## src/design/ctrl_pkg.sv

```systemverilog
/*
  Arcade control side: board buttons, game input vectors and reset timing.
  All button and direction vectors are active low.
*/
package ctrl_pkg;

  // Board buttons
  localparam int BTN_COIN  = 0;              // Gates coin 1
  localparam int BTN_RESET = 1;              // Game reset

  typedef logic [1:0] btn_t;

  // Directions and fire as seen by the game
  localparam int DIR_BITS = 6;

  typedef logic [DIR_BITS-1:0] dir_t;

  localparam dir_t DIR_RELEASED = '1;

  ////////////////////////////////////////////////////
  // Reset timing, in ena_x cycles
  ////////////////////////////////////////////////////
  localparam int POWERUP_HOLD = 256;         // After pll_lckd rises
  localparam int RESET_HOLD   = 16;          // Per reset request

  // Hold counter must reach POWERUP_HOLD itself
  localparam int HOLD_W = $clog2(POWERUP_HOLD + 1);

endpackage

```

## src/design/joy_pkg.sv

```systemverilog
/*
  Serial joystick frame layout for two 12-button active-low joysticks.
  The slot tables map each counter value of the 26-clock frame to a word and bit.
  Slots 0 and 1 carry no data, and their table entries are placeholders.
*/
package joy_pkg;

  localparam int JOY_BITS  = 12;             // Buttons per joystick
  localparam int PAIR_BITS = 2 * JOY_BITS;
  localparam int FRAME_LEN = 26;             // Clocks per serial frame
  localparam int CNT_W     = $clog2(FRAME_LEN);
  localparam int FIRST_BIT_SLOT = 2;         // Counter value of first sampled bit

  // Named positions inside one joystick word
  localparam int JOY_DIR_BITS  = 6;          // Up, down, left, right, fire 1, fire 2
  localparam int JOY_BIT_START = 8;
  localparam int JOY_BIT_COIN  = 9;
  localparam int JOY_BIT_RESET = 11;

  typedef logic [JOY_BITS-1:0] joy_word_t;

  // joy1 sits in the low half of the packed pair
  typedef struct packed {
    joy_word_t joy2;
    joy_word_t joy1;
  } joy_pair_t;

  localparam joy_word_t JOY_RELEASED = '1;   // Nothing pressed

  ////////////////////////////////////////////////////
  // Bit slot table, indexed by frame counter value
  ////////////////////////////////////////////////////
  // 0 selects joy1, 1 selects joy2
  localparam bit SLOT_WORD [FRAME_LEN] = '{0, 0,
    0, 0, 0, 0, 0, 0, 0, 0,
    1, 1, 1, 1, 1, 1, 1, 1,
    1, 1, 1, 1,
    0, 0, 0, 0};

  localparam logic [3:0] SLOT_BIT [FRAME_LEN] = '{0, 0,
    8, 6, 5, 4, 3, 2, 1, 0,
    8, 6, 5, 4, 3, 2, 1, 0,
    10, 11, 9, 7,
    10, 11, 9, 7};

endpackage

```

## src/design/arcade_input_top.sv

```systemverilog
/*
  Player-input front end: serial joystick reader, two-frame filters,
  control mapper and reset sequencer, all on ena_x.
  The external shift register must be clocked by ena_x as well.
*/
`timescale 1ns/1ps

module arcade_input_top (
  input  logic           ena_x,
  input  logic           pll_lckd,
  input  logic           joy_data,
  input  ctrl_pkg::btn_t btn,
  output logic           joy_load,
  output ctrl_pkg::dir_t joy_a,
  output ctrl_pkg::dir_t joy_b,
  output logic [1:0]     player,
  output logic [1:0]     coin,
  output logic           game_reset,
  output logic           reboot
);

  import joy_pkg::*;
  import ctrl_pkg::*;

  logic      frame_done;
  joy_pair_t raw_pair;
  joy_pair_t pair_filt;    // Stable joystick words
  btn_t      btn_filt;     // Debounced board buttons
  logic      reset_req;
  logic      reboot_req;

  ////////////////////////////////////////////////////
  // Input side
  ////////////////////////////////////////////////////
  joy_serial_reader u_reader (
    .ena_x      (ena_x),
    .pll_lckd   (pll_lckd),
    .joy_data   (joy_data),
    .joy_load   (joy_load),
    .frame_done (frame_done),
    .raw_pair   (raw_pair)
  );

  frame_filter #(.payload_t(joy_pair_t)) u_pair_filter (
    .ena_x    (ena_x),
    .pll_lckd (pll_lckd),
    .strobe   (frame_done),
    .sample   (raw_pair),
    .filtered (pair_filt)
  );

  // Buttons are sampled at the joystick frame rate
  frame_filter #(.payload_t(btn_t)) u_btn_filter (
    .ena_x    (ena_x),
    .pll_lckd (pll_lckd),
    .strobe   (frame_done),
    .sample   (btn),
    .filtered (btn_filt)
  );

  ////////////////////////////////////////////////////
  // Mapping and reset output
  ////////////////////////////////////////////////////
  control_mapper u_mapper (
    .ena_x      (ena_x),
    .pll_lckd   (pll_lckd),
    .pair       (pair_filt),
    .btn        (btn_filt),
    .joy_a      (joy_a),
    .joy_b      (joy_b),
    .player     (player),
    .coin       (coin),
    .reset_req  (reset_req),
    .reboot_req (reboot_req)
  );

  reset_sequencer u_reset_seq (
    .ena_x      (ena_x),
    .pll_lckd   (pll_lckd),
    .reset_req  (reset_req),
    .reboot_req (reboot_req),
    .game_reset (game_reset),
    .reboot     (reboot)
  );

endmodule

```

## src/design/control_mapper.sv

```systemverilog
/*
  Maps filtered joystick words and board buttons onto game inputs in one
  registered stage. Directions, start and coin stay active low.
  reset_req and reboot_req are active high levels, not pulses.
*/
`timescale 1ns/1ps

module control_mapper (
  input  logic               ena_x,
  input  logic               pll_lckd,
  input  joy_pkg::joy_pair_t pair,
  input  ctrl_pkg::btn_t     btn,
  output ctrl_pkg::dir_t     joy_a,
  output ctrl_pkg::dir_t     joy_b,
  output logic [1:0]         player,
  output logic [1:0]         coin,
  output logic               reset_req,
  output logic               reboot_req
);

  import joy_pkg::*;
  import ctrl_pkg::*;

  always_ff @(posedge ena_x or negedge pll_lckd) begin
    if (!pll_lckd) begin
      joy_a      <= DIR_RELEASED;
      joy_b      <= DIR_RELEASED;
      player     <= 2'b11;
      coin       <= 2'b11;
      reset_req  <= 1'b0;
      reboot_req <= 1'b0;
    end else begin
      joy_a  <= pair.joy1[JOY_DIR_BITS-1:0];
      joy_b  <= pair.joy2[JOY_DIR_BITS-1:0];
      player <= {pair.joy2[JOY_BIT_START], pair.joy1[JOY_BIT_START]};

      // Cabinet coin button doubles as player 1 coin
      coin <= {pair.joy2[JOY_BIT_COIN], pair.joy1[JOY_BIT_COIN] & btn[BTN_COIN]};

      reset_req  <= !pair.joy1[JOY_BIT_RESET] || !btn[BTN_RESET];
      reboot_req <= !pair.joy2[JOY_BIT_RESET];  // Player 2 reset key reboots
    end
  end

endmodule

```

## src/design/frame_filter.sv

```systemverilog
/*
  Two-frame agreement filter. The output follows sample only when two
  consecutive strobed samples are equal, one cycle after the second strobe.
  Reset value of the output and of the stored sample is all ones.
*/
`timescale 1ns/1ps

module frame_filter #(
  parameter type payload_t = logic
) (
  input  logic     ena_x,
  input  logic     pll_lckd,
  input  logic     strobe,
  input  payload_t sample,
  output payload_t filtered
);

  localparam int W = $bits(payload_t);

  payload_t prev_sample;   // Value captured at the previous strobe

  always_ff @(posedge ena_x or negedge pll_lckd) begin
    if (!pll_lckd) begin
      prev_sample <= payload_t'({W{1'b1}});
      filtered    <= payload_t'({W{1'b1}});
    end else if (strobe) begin
      prev_sample <= sample;
      // A single bad frame never matches both neighbours
      if (sample == prev_sample)
        filtered <= sample;
    end
  end

endmodule

```

## src/design/joy_serial_reader.sv

```systemverilog
/*
  Reads both joysticks from an external parallel-in/serial-out register
  clocked by ena_x. joy_load is low for one cycle per 26-clock frame.
  Data bits are sampled at counter values 2 to 25, after the load pulse.
  raw_pair only changes at frame end, never in the middle of a frame.
*/
`timescale 1ns/1ps

module joy_serial_reader (
  input  logic               ena_x,
  input  logic               pll_lckd,
  input  logic               joy_data,
  output logic               joy_load,
  output logic               frame_done,
  output joy_pkg::joy_pair_t raw_pair
);

  import joy_pkg::*;

  localparam int LAST_SLOT = FRAME_LEN - 1;
  localparam int POS_W     = $clog2(PAIR_BITS);

  logic [CNT_W-1:0]     frame_cnt;
  logic [PAIR_BITS-1:0] frame_buf;   // Frame being assembled
  logic [PAIR_BITS-1:0] frame_next;
  logic [POS_W-1:0]     bit_pos;     // Target bit inside the packed pair

  ////////////////////////////////////////////////////
  // Frame counter and load strobe
  ////////////////////////////////////////////////////
  always_ff @(posedge ena_x or negedge pll_lckd) begin
    if (!pll_lckd) begin
      frame_cnt <= '0;
      joy_load  <= 1'b1;
    end else begin
      joy_load <= (frame_cnt != '0);  // Low in the cycle after count 0
      if (frame_cnt == CNT_W'(LAST_SLOT))
        frame_cnt <= '0;
      else
        frame_cnt <= frame_cnt + 1'b1;
    end
  end

  ////////////////////////////////////////////////////
  // Bit capture through the slot table
  ////////////////////////////////////////////////////
  assign bit_pos = POS_W'(SLOT_BIT[frame_cnt])
                 + (SLOT_WORD[frame_cnt] ? POS_W'(JOY_BITS) : POS_W'(0));

  always_comb begin
    frame_next = frame_buf;
    case (frame_cnt) inside
      [FIRST_BIT_SLOT:LAST_SLOT]: frame_next[bit_pos] = joy_data;
      default: ;                      // Slots 0 and 1 carry nothing
    endcase
  end

  // Assembly register, one bit written per slot
  always_ff @(posedge ena_x) begin
    frame_buf <= frame_next;
  end

  // Publish the whole frame together with its last bit
  always_ff @(posedge ena_x or negedge pll_lckd) begin
    if (!pll_lckd) begin
      frame_done <= 1'b0;
      raw_pair   <= '{joy2: JOY_RELEASED, joy1: JOY_RELEASED};
    end else begin
      frame_done <= (frame_cnt == CNT_W'(LAST_SLOT));
      if (frame_cnt == CNT_W'(LAST_SLOT))
        raw_pair <= joy_pair_t'(frame_next);
    end
  end

endmodule

```

## src/design/reset_sequencer.sv

```systemverilog
/*
  Game reset and reboot sequencing. game_reset is high for POWERUP_HOLD cycles
  after pll_lckd rises, then for RESET_HOLD cycles after each reset_req edge.
  A request edge during the power-up hold does not shorten it.
  reboot is a single-cycle pulse per reboot_req rising edge.
*/
`timescale 1ns/1ps

module reset_sequencer (
  input  logic ena_x,
  input  logic pll_lckd,
  input  logic reset_req,
  input  logic reboot_req,
  output logic game_reset,
  output logic reboot
);

  import ctrl_pkg::*;

  logic [HOLD_W-1:0] hold_cnt;   // Remaining reset cycles
  logic              reset_req_q;
  logic              reboot_req_q;
  logic              reset_rise;

  assign reset_rise = reset_req && !reset_req_q;

  ////////////////////////////////////////////////////
  // Reset hold counter
  ////////////////////////////////////////////////////
  always_ff @(posedge ena_x or negedge pll_lckd) begin
    if (!pll_lckd) begin
      hold_cnt    <= HOLD_W'(POWERUP_HOLD);
      reset_req_q <= 1'b0;
    end else begin
      reset_req_q <= reset_req;
      if (reset_rise && hold_cnt <= HOLD_W'(RESET_HOLD))
        hold_cnt <= HOLD_W'(RESET_HOLD);   // Restart the stretch
      else if (hold_cnt != '0)
        hold_cnt <= hold_cnt - 1'b1;
    end
  end

  assign game_reset = (hold_cnt != '0);

  ////////////////////////////////////////////////////
  // Reboot pulse
  ////////////////////////////////////////////////////
  always_ff @(posedge ena_x or negedge pll_lckd) begin
    if (!pll_lckd) begin
      reboot_req_q <= 1'b0;
      reboot       <= 1'b0;
    end else begin
      reboot_req_q <= reboot_req;
      reboot       <= reboot_req && !reboot_req_q;  // Held key reboots once
    end
  end

endmodule

```

## config.mk

```make
export PLATFORM = sky130hd
export DESIGN_NAME = arcade_input_top
export DESIGN_NICKNAME = d
export VERILOG_FILES = /design/src/design/ctrl_pkg.sv /design/src/design/joy_pkg.sv /design/src/design/arcade_input_top.sv /design/src/design/control_mapper.sv /design/src/design/frame_filter.sv /design/src/design/joy_serial_reader.sv /design/src/design/reset_sequencer.sv
export SDC_FILE = /design/constraint.sdc
export NUM_CORES = 1
export LEC_CHECK = 0
export ABC_AREA = 1
export BUFFER_PORTS_ARGS = -buffer_cell sky130_fd_sc_hd__buf_2
export CAP_MARGIN = 5
export CORE_MARGIN = 4
export CORE_UTILIZATION = 30
export DETAILED_ROUTE_END_ITERATION = 7
export GPL_TIMING_DRIVEN = 0
export MAX_ROUTING_LAYER = met4
export SKIP_LAST_GASP = 1
export SLEW_MARGIN = 10
export SYNTH_ARGS = -nofsm -noshare
export SYNTH_HDL_FRONTEND = slang
export SYNTH_SLANG_ARGS = --single-unit
```

## constraint.sdc

```tcl
create_clock -name ena_x -period 5.85 [get_ports ena_x]
set_input_delay 0 -clock ena_x [delete_from_list [all_inputs] [get_ports ena_x]]
set_output_delay 0 -clock ena_x [all_outputs]
set_load 0.01 [all_outputs]
```

# [After elaboration in Yosys (flattened, before gate mapping)]
# Memory sizes are Yosys's and may differ from the RTL's.
# Index checks and enable logic that the tools add are counted.
[word_totals] reg_bits=137 mem_bits_ro=160 inputBits=5 output_inout_bits=19 word_cells=66 memories=2
[memory_table] memory="(name not given)" depth=32 width=4 rd=1 rd_ports_with_merged_regs=0 wr=0 line="joy_serial_reader.sv:47" text="assign bit_pos = POS_W'(SLOT_BIT[frame_cnt])"
[memory_table] memory="(name not given)" depth=32 width=1 rd=1 rd_ports_with_merged_regs=0 wr=0 line="joy_serial_reader.sv:48" text="+ (SLOT_WORD[frame_cnt] ? POS_W'(JOY_BITS) : POS_W'(0));"
[op_classes] addsub=3 n_lt_le_gt_ge=6 n_eq_ne=3 muxes=12 bitwise_logic=2 reduce_logical=16
[op_table] op="$bwmux 24" count=1
[op_table] op="$eq 24x24->1" count=1
[op_table] op="$mux 24" count=1
[op_table] op="$mux 9" count=2
[op_table] op="$mux 4" count=3
[op_table] op="$le 9x5->1 const B" count=1
[op_table] op="$reduce_bool 9->1" count=1
[op_table] op="$sub 9x1->9 const B" count=1
[op_table] op="$ge 6x6->1 const B" count=1
[op_table] op="$lt 5x6->1 const B" count=1
[op_table] op="$not 5->6" count=1
[op_table] op="$add 4x5->5" count=1
[op_table] op="$add 5x1->5 const B" count=1
[op_table] op="$demux 1 s5" count=1
[op_table] op="$eq 5x5->1 const B" count=1
[op_table] op="$ge 5x1->1 const B" count=1
[op_table] op="$ge 5x2->1 const B" count=1
[op_table] op="$le 5x5->1 const B" count=1
[op_table] op="$logic_and 1x1->1" count=5
[op_table] op="$logic_not 1->1" count=5
[op_table] op="$mux 5" count=1
[op_table] op="$reduce_bool 5->1" count=1
[op_table] op="$reduce_and 2->1" count=2
[op_table] op="$mux 1" count=3
[op_table] op="4 further kinds" count=4

# [Logic depth before layout (Yosys ltp)]
# Gate-level depths: netlist of run 1.
[depth] word_depth=12 ltp_mapped=14 ltp_nobuf=14

# [Hierarchy]
# From an unflattened synthesis of run 1, not the netlist that was laid out.
[hier_totals] cells_unflattened=838 area_unflattened_um2=6861.6
[by_module_without_submodules] module="joy_serial_reader" n_inst=1 cells_each=365 area_each_um2=2820.2
[by_module_without_submodules] module="frame_filter (u_pair_filter)" n_inst=1 cells_each=348 area_each_um2=2685.1
[by_module_without_submodules] module="reset_sequencer" n_inst=1 cells_each=78 area_each_um2=668.1
[by_module_without_submodules] module="control_mapper" n_inst=1 cells_each=22 area_each_um2=485.5
[by_module_without_submodules] module="frame_filter (u_btn_filter)" n_inst=1 cells_each=25 area_each_um2=202.7

# [Least setup slack after synthesis of run 1]
# Ideal clock, no wire load.
[synth_timing] path_type="reg2reg" from="register u_reader.frame_cnt[0]" to="register u_reader.frame_buf[10]" setup_ns=0.109 t_arrival_ns=2.307 slack_ns=3.434 path_stages_with_launch=13 n_path_buf=0 cell_sequence="dfrtp_1 ha_1 o21ai_0 a22oi_1 ha_1 fa_1 inv_1 nor2_1 inv_1 nor2_2 nand3_1 nand2_1 inv_1"
[synth_via] elab_chain_cells=12 elab_cells_between_ends=19
[synth_rtl] item="start: declaration" line="joy_serial_reader.sv:23" text="logic [CNT_W-1:0] frame_cnt;"
[synth_rtl] item="start signal: assignment" line="joy_serial_reader.sv:40" text="frame_cnt <= frame_cnt + 1'b1;"
[synth_rtl] item="$not 5->6 (not written as such)" line="joy_serial_reader.sv:47, joy_serial_reader.sv:48"
[synth_rtl] item="$mem_v2 32x1"
[synth_rtl] item="$mux 1 (not written as such) (2 in a row)" line="joy_serial_reader.sv:48"
[synth_rtl] item="$mux 4" line="joy_serial_reader.sv:48"
[synth_rtl] item="$add 4x5->5" line="joy_serial_reader.sv:48"
[synth_rtl] item="$lt 5x6->1 (not written as such) or $ge 5x1->1 (tied branches)" line="joy_serial_reader.sv:53" text="[FIRST_BIT_SLOT:LAST_SLOT]: frame_next[bit_pos] = joy_data;"
[synth_rtl] item="$logic_and 1x1->1 (not written as such)" line="joy_serial_reader.sv:53"
[synth_rtl] item="$mux 1 (not written as such)" line="joy_serial_reader.sv:53"
[synth_rtl] item="$demux 1 s5"
[synth_rtl] item="$bwmux 24" line="joy_serial_reader.sv:53"
[synth_rtl] item="$mux 24 *" line="joy_serial_reader.sv:52" text="case (frame_cnt) inside"
[synth_rtl] item="via u_reader.frame_next[10]" line="joy_serial_reader.sv:25" text="logic [PAIR_BITS-1:0] frame_next;"
[synth_rtl] item="end signal: assignment" line="joy_serial_reader.sv:60" text="frame_buf <= frame_next;"
[synth_rtl] item="end: declaration" line="joy_serial_reader.sv:24" text="logic [PAIR_BITS-1:0] frame_buf;"
# Mark *: on every way through the listed nets, which the timed path passes. The rest lies on a longest branch. The select of a mux whose other input is x is not followed.
# A chain may end at the register's enable or synchronous reset.

# [Final worst setup path of run 1]
[layout_timing] from="register u_reader.frame_cnt[0]" to="register u_reader.raw_pair[10] (netlist name)"
[layout_via] elab_chain_cells=12 elab_cells_between_ends=20
[layout_rtl] item="$not 5->6 (not written as such)" line="joy_serial_reader.sv:47, joy_serial_reader.sv:48"
[layout_rtl] item="$mem_v2 32x1"
[layout_rtl] item="$mux 1 (not written as such) (2 in a row)" line="joy_serial_reader.sv:48"
[layout_rtl] item="$mux 4" line="joy_serial_reader.sv:48"
[layout_rtl] item="$add 4x5->5" line="joy_serial_reader.sv:48"
[layout_rtl] item="$lt 5x6->1 (not written as such) or $ge 5x1->1 (tied branches)" line="joy_serial_reader.sv:53"
[layout_rtl] item="$logic_and 1x1->1 (not written as such)" line="joy_serial_reader.sv:53"
[layout_rtl] item="$mux 1 (not written as such)" line="joy_serial_reader.sv:53"
[layout_rtl] item="$demux 1 s5"
[layout_rtl] item="$bwmux 24" line="joy_serial_reader.sv:53"
[layout_rtl] item="$mux 24" line="joy_serial_reader.sv:52"
# Several ways; a longest one is shown, not always the timed one. The select of a mux whose other input is x is not followed.

==> flow_summary.toml, run 1 <==
[detailed_routing]
wl_mm = 12.5
routed-via-count = 4570
ant_nets = 0
route.detailed.drc = 0
vias_per_cell = 4.31
dr.first_iter.drc_count = 294
dr.pass1.iters = 5
wl_per_cell_um = 11.8

[clock_network]
cts_tree = "done"
ctsRootBufferMaster = "clkbuf_16"
htreeDepth = 4
cts_setup_buffers = 0
clk_pin_slew_ps = 50
cts_num_sinks = 131
clock_path_buffers = 2
clock_latency_ps = 420
numCtsBuffers = 17

[logic_synthesis]
netlist_area_um2 = 6060
synth_cells = 735
syn_area_per_cell_um2 = 8.24
synthTopCellsByCount = "nand2_1, inv_1, dfstp_2, nand3_1, nor2_1"
yosysTopAreaCellShare_pct = 38.2
yosysMostFrequentCell = "nand2_1"
async_flop_share_pct = 81.7
synth_cell_types = 38
synth_top_area_cell = "dfstp_2"
yosysSeqAreaShare_pct = 54.0
synth_nets = 748
synth-seq-cells = 131
yosys_warnings = 0
ys.flop_type = "dfstp_2"
synthTopCellsByArea = "dfstp_2, nand2_1, dfxtp_1, dfrtp_1, inv_1"
synth_edf_count = 0

[grt]
grt_pass1_vias = 4588
antenna_found_initial = 0
grt_overflow = 0
grt_pass1_wl_mm = 21.9
grt_usage_pct = 12.6
grt_max_degree = 60

[final_layout]
finalNetCount = 795
syn_to_final_growth_pct = 19.0
drive_gt1_share_pct = 22.8
final_area_um2 = 7200
antenna_cells = 0
instances_no_fill = 1060

[floorplanning]
die-area_um2 = 22500
io_pins = 24
die_h_um = 150
fp.coreArea_um2 = 19700
rows = 51
die_width_um = 150
start_util_pct = 30.8

[critical_path]
endpoint_kind = "flip-flop"
cp-start-kind = "flip-flop"
cp_max_fo = 7
cp_slowest_cell = "fa_1"
crit_family = "adder cells"
crit_buf_inv = 2
critPathKind = "reg2reg"
worstPathArrival_ps = 3120
cp_data_required_time_ps = 6190
slowest_delay_ps = 520
cp_cell_sequence = "ha_1 > o21ai_0 > a22oi_1 > ha_1 > fa_1 > inv_1 > nor2_1 > inv_1 > nor2_2 > nand3_1 > nand3_1 > nand2_1"

[sta]
fin_setup_tns_ps = 0
post-route-worst-setup-slack_ps = 3070
hold_viol_final = 0
setup_viol = 0
rsz0062_at_grt = "false"
slew_violations = 0
clock.fmax_mhz = 360
worst_pin_slew_ps = 616
min_period_ps = 2780
max_slew_margin_pct = 58.9
finalCritPeriodShare_pct = 47.5
fin_skew_ps = 15.2

[pwr]
ir_drop_v = 0.000177
total_power_w = 0.00222
leakage_nw = 3.53
pwr_density_cell_nw_per_um2 = 309

[place]
pre_cts_ws_ps = 3080
dpl.cell_count = 1024
port_buffers = 23
placed_area_um2 = 6540
gp_congestion = 0.863
place_hpwl_mm = 8.79

[run_status]
status = "completed"

[hold_path]
hp-class = "in2async"

[flow_run]
max_cap_viol_count = 0
## power by group
| part | switching, W | internal, W | total, W |
|---|---|---|---|
| clock | 0.000369 | 0.000759 | 0.00113 |
| combinational | 0.0000774 | 0.0000451 | 0.000123 |
| sequential | 0.0000213 | 0.000952 | 0.000973 |
## layout make-up
| type | instances | area, µm² |
|---|---|---|
| multi-input combinational | 472 | 2250 |
| fill | 2021 | 12400 |
| timing repair buffer | 28 | 189 |
| buffer | 20 | 115 |
| sequential | 131 | 3270 |
| inverter | 112 | 420 |
| clock inverter | 5 | 125 |
| tap | 265 | 332 |
| clock buffer | 27 | 503 |
## sequential cells by signal (all words and copies together) (netlist names)
| name | count |
|---|---|
| u_reset_seq.reboot | 1 |
| u_mapper.reset_req | 1 |
| u_mapper.player | 2 |
| u_mapper.reboot_req | 1 |
| u_mapper.joy_b | 6 |
| u_reset_seq.hold_cnt | 9 |
| u_mapper.joy_a | 6 |
| u_reader.joy_load | 1 |
| u_reset_seq.reset_req_q | 1 |
| u_reader.frame_done | 1 |
| u_pair_filter.filtered | 18 |
| u_reader.frame_buf | 24 |
| u_btn_filter.filtered | 2 |
| u_mapper.coin | 2 |
| u_reader.frame_cnt | 5 |
| u_reset_seq.reboot_req_q | 1 |
| u_pair_filter.prev_sample | 24 |
| u_btn_filter.prev_sample | 2 |
| u_reader.raw_pair | 24 |
## placed cells by master (no fill, tap or decap), types with 17 or more instances in the layout
master / synthesis / layout
nand2_1: 261 / 261
inv_1: 107 / 107
dfstp_2: 88 / 88
nand3_1: 59 / 59
nor2_1: 37 / 37
o21ai_0: 32 / 32
buf_2: 5 / 27
dfxtp_1: 24 / 24
dfrtp_1: 19 / 19
clkbuf_16: 0 / 17
## worst reg2reg max path: stages, from the launching register on
cell     delay, ps
dfrtp_1        490
ha_1           290
o21ai_0        150
a22oi_1        100
ha_1           220
fa_1           520
inv_1           50
nor2_1         160
inv_1          100
nor2_2         270
nand3_1        160
nand3_1        140
nand2_1         60
## metrics by stage
step                      hold WS [ps]  util [%]
after floorplan                   -296         -
after global placement             252      33.1
after detailed placement         -18.0      33.3
after CTS                          104      36.7
after global routing               149      36.7
final                              113      36.7
## worst paths after layout
| check | from | cells past startpoint | slack, ps | endpoint |
|---|---|---|---|---|
| worst max register to register | u_reader.frame_cnt[0]$_DFF_PN0_ | 12 | 3070 | u_reader.raw_pair[10]$_DFFE_PN1P_ |
| worst max-delay path | u_reader.frame_cnt[0]$_DFF_PN0_ | 12 | 3070 | u_reader.raw_pair[10]$_DFFE_PN1P_ |
| worst min register to register | u_pair_filter.filtered[14]$_DFFE_PN1P_ | 0 | 360 | u_mapper.joy_b[2]$_DFF_PN1_ |
| worst min-delay path | pll_lckd | 2 | 110 | u_reader.frame_cnt[1]$_DFF_PN0_ |
| min in group ena_x | u_pair_filter.filtered[14]$_DFFE_PN1P_ | 0 | 360 | u_mapper.joy_b[2]$_DFF_PN1_ |
| max in group asynchronous | pll_lckd | 3 | 5060 | u_pair_filter.filtered[14]$_DFFE_PN1P_ |
## timing repair
action                                 CTS  global route
gates resized for setup                  0             0
hold buffers                             4             0
endpoints found under the hold margin   69             0
setup endpoints to repair                0             0
## cells by family after synthesis
kind of cell,count (synthesis),share of synthesized area [%]
adders and majority gates,8,1.78
AOI/OAI and AO/OA,54,5.14
and+or+nand+nor,399,28.5
muxes,4,0.744
xor gates and xnor gates,7,1.01
buffers and inverters,132,8.84
DFF,131,54.0
## metal layers
metal | wire length [µm] | share of wire, % | track usage, %
met1 | 6140 | 49 | 16.0
met5 | 0 | 0 | -
met4 | 148 | 1.2 | 3.80
met3 | 460 | 3.7 | 4.00
met2 | 5710 | 46 | 19.2
Power figures use the tool's default switching activity.
==> run 2: changes to the inputs <==
clock period = 2.6 ns   (was 5.85 ns; I/O delays follow)
==> run 2 against run 1 <==
Cell area rose by 4.0%. Hold slack better by 3.8 ps. Utilization is 1.5 points higher. Non-clock buffer count is 8 higher. Worst setup slack lost 3000 ps. Sequential power grew 130%. Sequential cell count did not move. Critical path depth up 2. Sequential share of layout area down 1.7 points. Combinational power grew 130%. Highest routed layer unchanged. Routed wire length grew 2.8%. Maximum frequency up 9.0%.
==> flow_summary.toml, run 2 (synthesized netlist as in run 1, its figures left out) <==
[sta]
rsz0062_at_grt = "true"
holdWs_ps = 117
hold_viol_final = 0
worst_pin_slew_ps = 633
max_slew_margin_pct = 57.8
fin_skew_ps = 12.5
slew_violations = 0
finalCritPeriodShare_pct = 98.1
clock.fmax_mhz = 392
setup_viol = 0
min_period_ps = 2550
post-route-worst-setup-slack_ps = 49.3

[final_layout]
top_regs = "u_pair_filter.prev_sample x24, u_reader.frame_buf x24, u_reader.raw_pair x24"
mostFrequentLayoutCell = "nand2_1"
finalNetCount = 803
final_util_pct = 38.1
instances_no_fill = 1068
drive_gt1_share_pct = 29.1
antenna_cells = 0
layout_common_cells = "nand2_1, inv_1, dfstp_2"
syn_to_final_growth_pct = 23.8

[critical_path]
rrSetupSlack_ps = 50
critPathKind = "reg2reg"
rr_worst_depth = 14
worstPathArrival_ps = 2900
crit_family = "adder cells"
cp-start-kind = "flip-flop"
endpoint_kind = "flip-flop"
cp_slowest_cell = "fa_2"
crit_buf_inv = 4
cp_cell_sequence = "buf_6 > inv_2 > ha_1 > a21oi_1 > a21oi_2 > fa_2 > inv_2 > nor2_4 > inv_2 > nor2_4 > nand2_1 > nand2_1 > nand3_2 > nand2_1"
rr_endpoint = "u_reader.raw_pair[13]$_DFFE_PN1P_"
cp_data_required_time_ps = 2950
slowest_delay_ps = 610
worstReg2RegStart = "u_reader.frame_cnt[0]$_DFF_PN0_"
cp_max_fo = 6
cp.depth = 14

[clock_network]
clk_pin_slew_ps = 50
numCtsBuffers = 17
cts_tree = "done"
clock_path_buffers = 2
htreeDepth = 4
clock_latency_ps = 410
cts_num_sinks = 131
ctsRootBufferMaster = "clkbuf_16"

[flow_run]
max_cap_viol_count = 0

[grt]
grt_max_degree = 60
grt_usage_pct = 12.7
top_usage_layer = "met2"
grt_overflow = 0
grt_use_met3_pct = 4.00
grt_util_met1_pct = 16.1
grt_use_met2_pct = 19.4
antenna_found_initial = 0
grt_pass1_vias = 4605
grt_pass1_wl_mm = 22.0

[place]
port_buffers = 23
place_hpwl_mm = 8.79
pre_cts_ws_ps = -173
dpl.cell_count = 1024
gp_congestion = 0.863

[floorplanning]
io_pins = 24
die_h_um = 150
rows = 51
start_util_pct = 30.8
die_width_um = 150
fp.coreArea_um2 = 19700
die-area_um2 = 22500

[detailed_routing]
routed-via-count = 4653
wl_mm = 12.8
wl_per_cell_um = 12.0
vias_per_cell = 4.36
dr.pass1.iters = 6
dr.first_iter.drc_count = 309
ant_nets = 0
route.detailed.drc = 0

[pwr]
ir_drop_v = 0.000396
total_power_w = 0.00500
pwr_density_cell_nw_per_um2 = 668
leakage_nw = 3.59

[run_status]
status = "completed"

[hold_path]
hp-class = "in2async"
==> run 2: worst register-to-register path: cells and delay by family (launching register included) <==
family          cells  cell delay, ps
fa+ha+maj           2             820
simple gates        6             680
flops               1             450
buf+inv             4             310
compound gates      2             250
==> run 2: final cells by class <==
type	instances	area [µm²]
buffer	20	119
clock buffer	27	503
clock inverter	5	125
fill	1986	12200
inverter	112	423
multi-input combinational	472	2460
sequential	131	3270
tap	265	332
timing repair buffer	36	260
==> run 2: worst max-delay path by stage <==
stage / from / endpoint / slack, ps
after detailed placement: u_reader.frame_cnt[0]$_DFF_PN0_ / u_reader.raw_pair[15]$_DFFE_PN1P_ / -170
after floorplan: u_reader.frame_cnt[0]$_DFF_PN0_ / u_reader.frame_buf[10]$_DFF_P_ / 180
final: u_reader.frame_cnt[0]$_DFF_PN0_ / u_reader.raw_pair[13]$_DFFE_PN1P_ / 50
after global placement: u_reader.frame_cnt[0]$_DFF_PN0_ / u_reader.raw_pair[15]$_DFFE_PN1P_ / -140
after CTS: u_reader.frame_cnt[1]$_DFF_PN0_ / u_reader.frame_buf[10]$_DFF_P_ / 0.6
after global routing: u_reader.frame_cnt[0]$_DFF_PN0_ / u_reader.raw_pair[15]$_DFFE_PN1P_ / -80
==> run 2: stage by stage <==
stage / setup TNS [ps] / instance area, µm²
finish: 0 / 7490
global route: -643 / 7490
CTS: 0 / 7260
detailed placement: -3380 / 6540
global placement: -2630 / 6500
floorplan: 0 / 6060
==> run 2: report_power, final <==
| part | leakage [nW] | switching, W | internal (W) | total, W |
|---|---|---|---|---|
| registers | 1.35 | 0.0000478 | 0.00214 | 0.00219 |
| clock network | 0.306 | 0.000826 | 0.00171 | 0.00253 |
| logic | 1.93 | 0.000178 | 0.000104 | 0.000281 |
==> run 2: layer usage <==
| layer | part of all wire [%] | routed length, µm |
|---|---|---|
| met3 | 4.3 | 546 |
| met1 | 48 | 6130 |
| met5 | 0 | 0 |
| met4 | 1.4 | 179 |
| met2 | 47 | 5960 |
==> run 2: timing repair <==
item / 4_1_cts / 5_1_grt
resized for setup: 13 / 50
endpoints found under the hold margin: 69 / 0
endpoints found under the setup margin: 39 / 48
pin swaps: 3 / 18
hold buffers: 4 / 0
setup buffers: 2 / 6
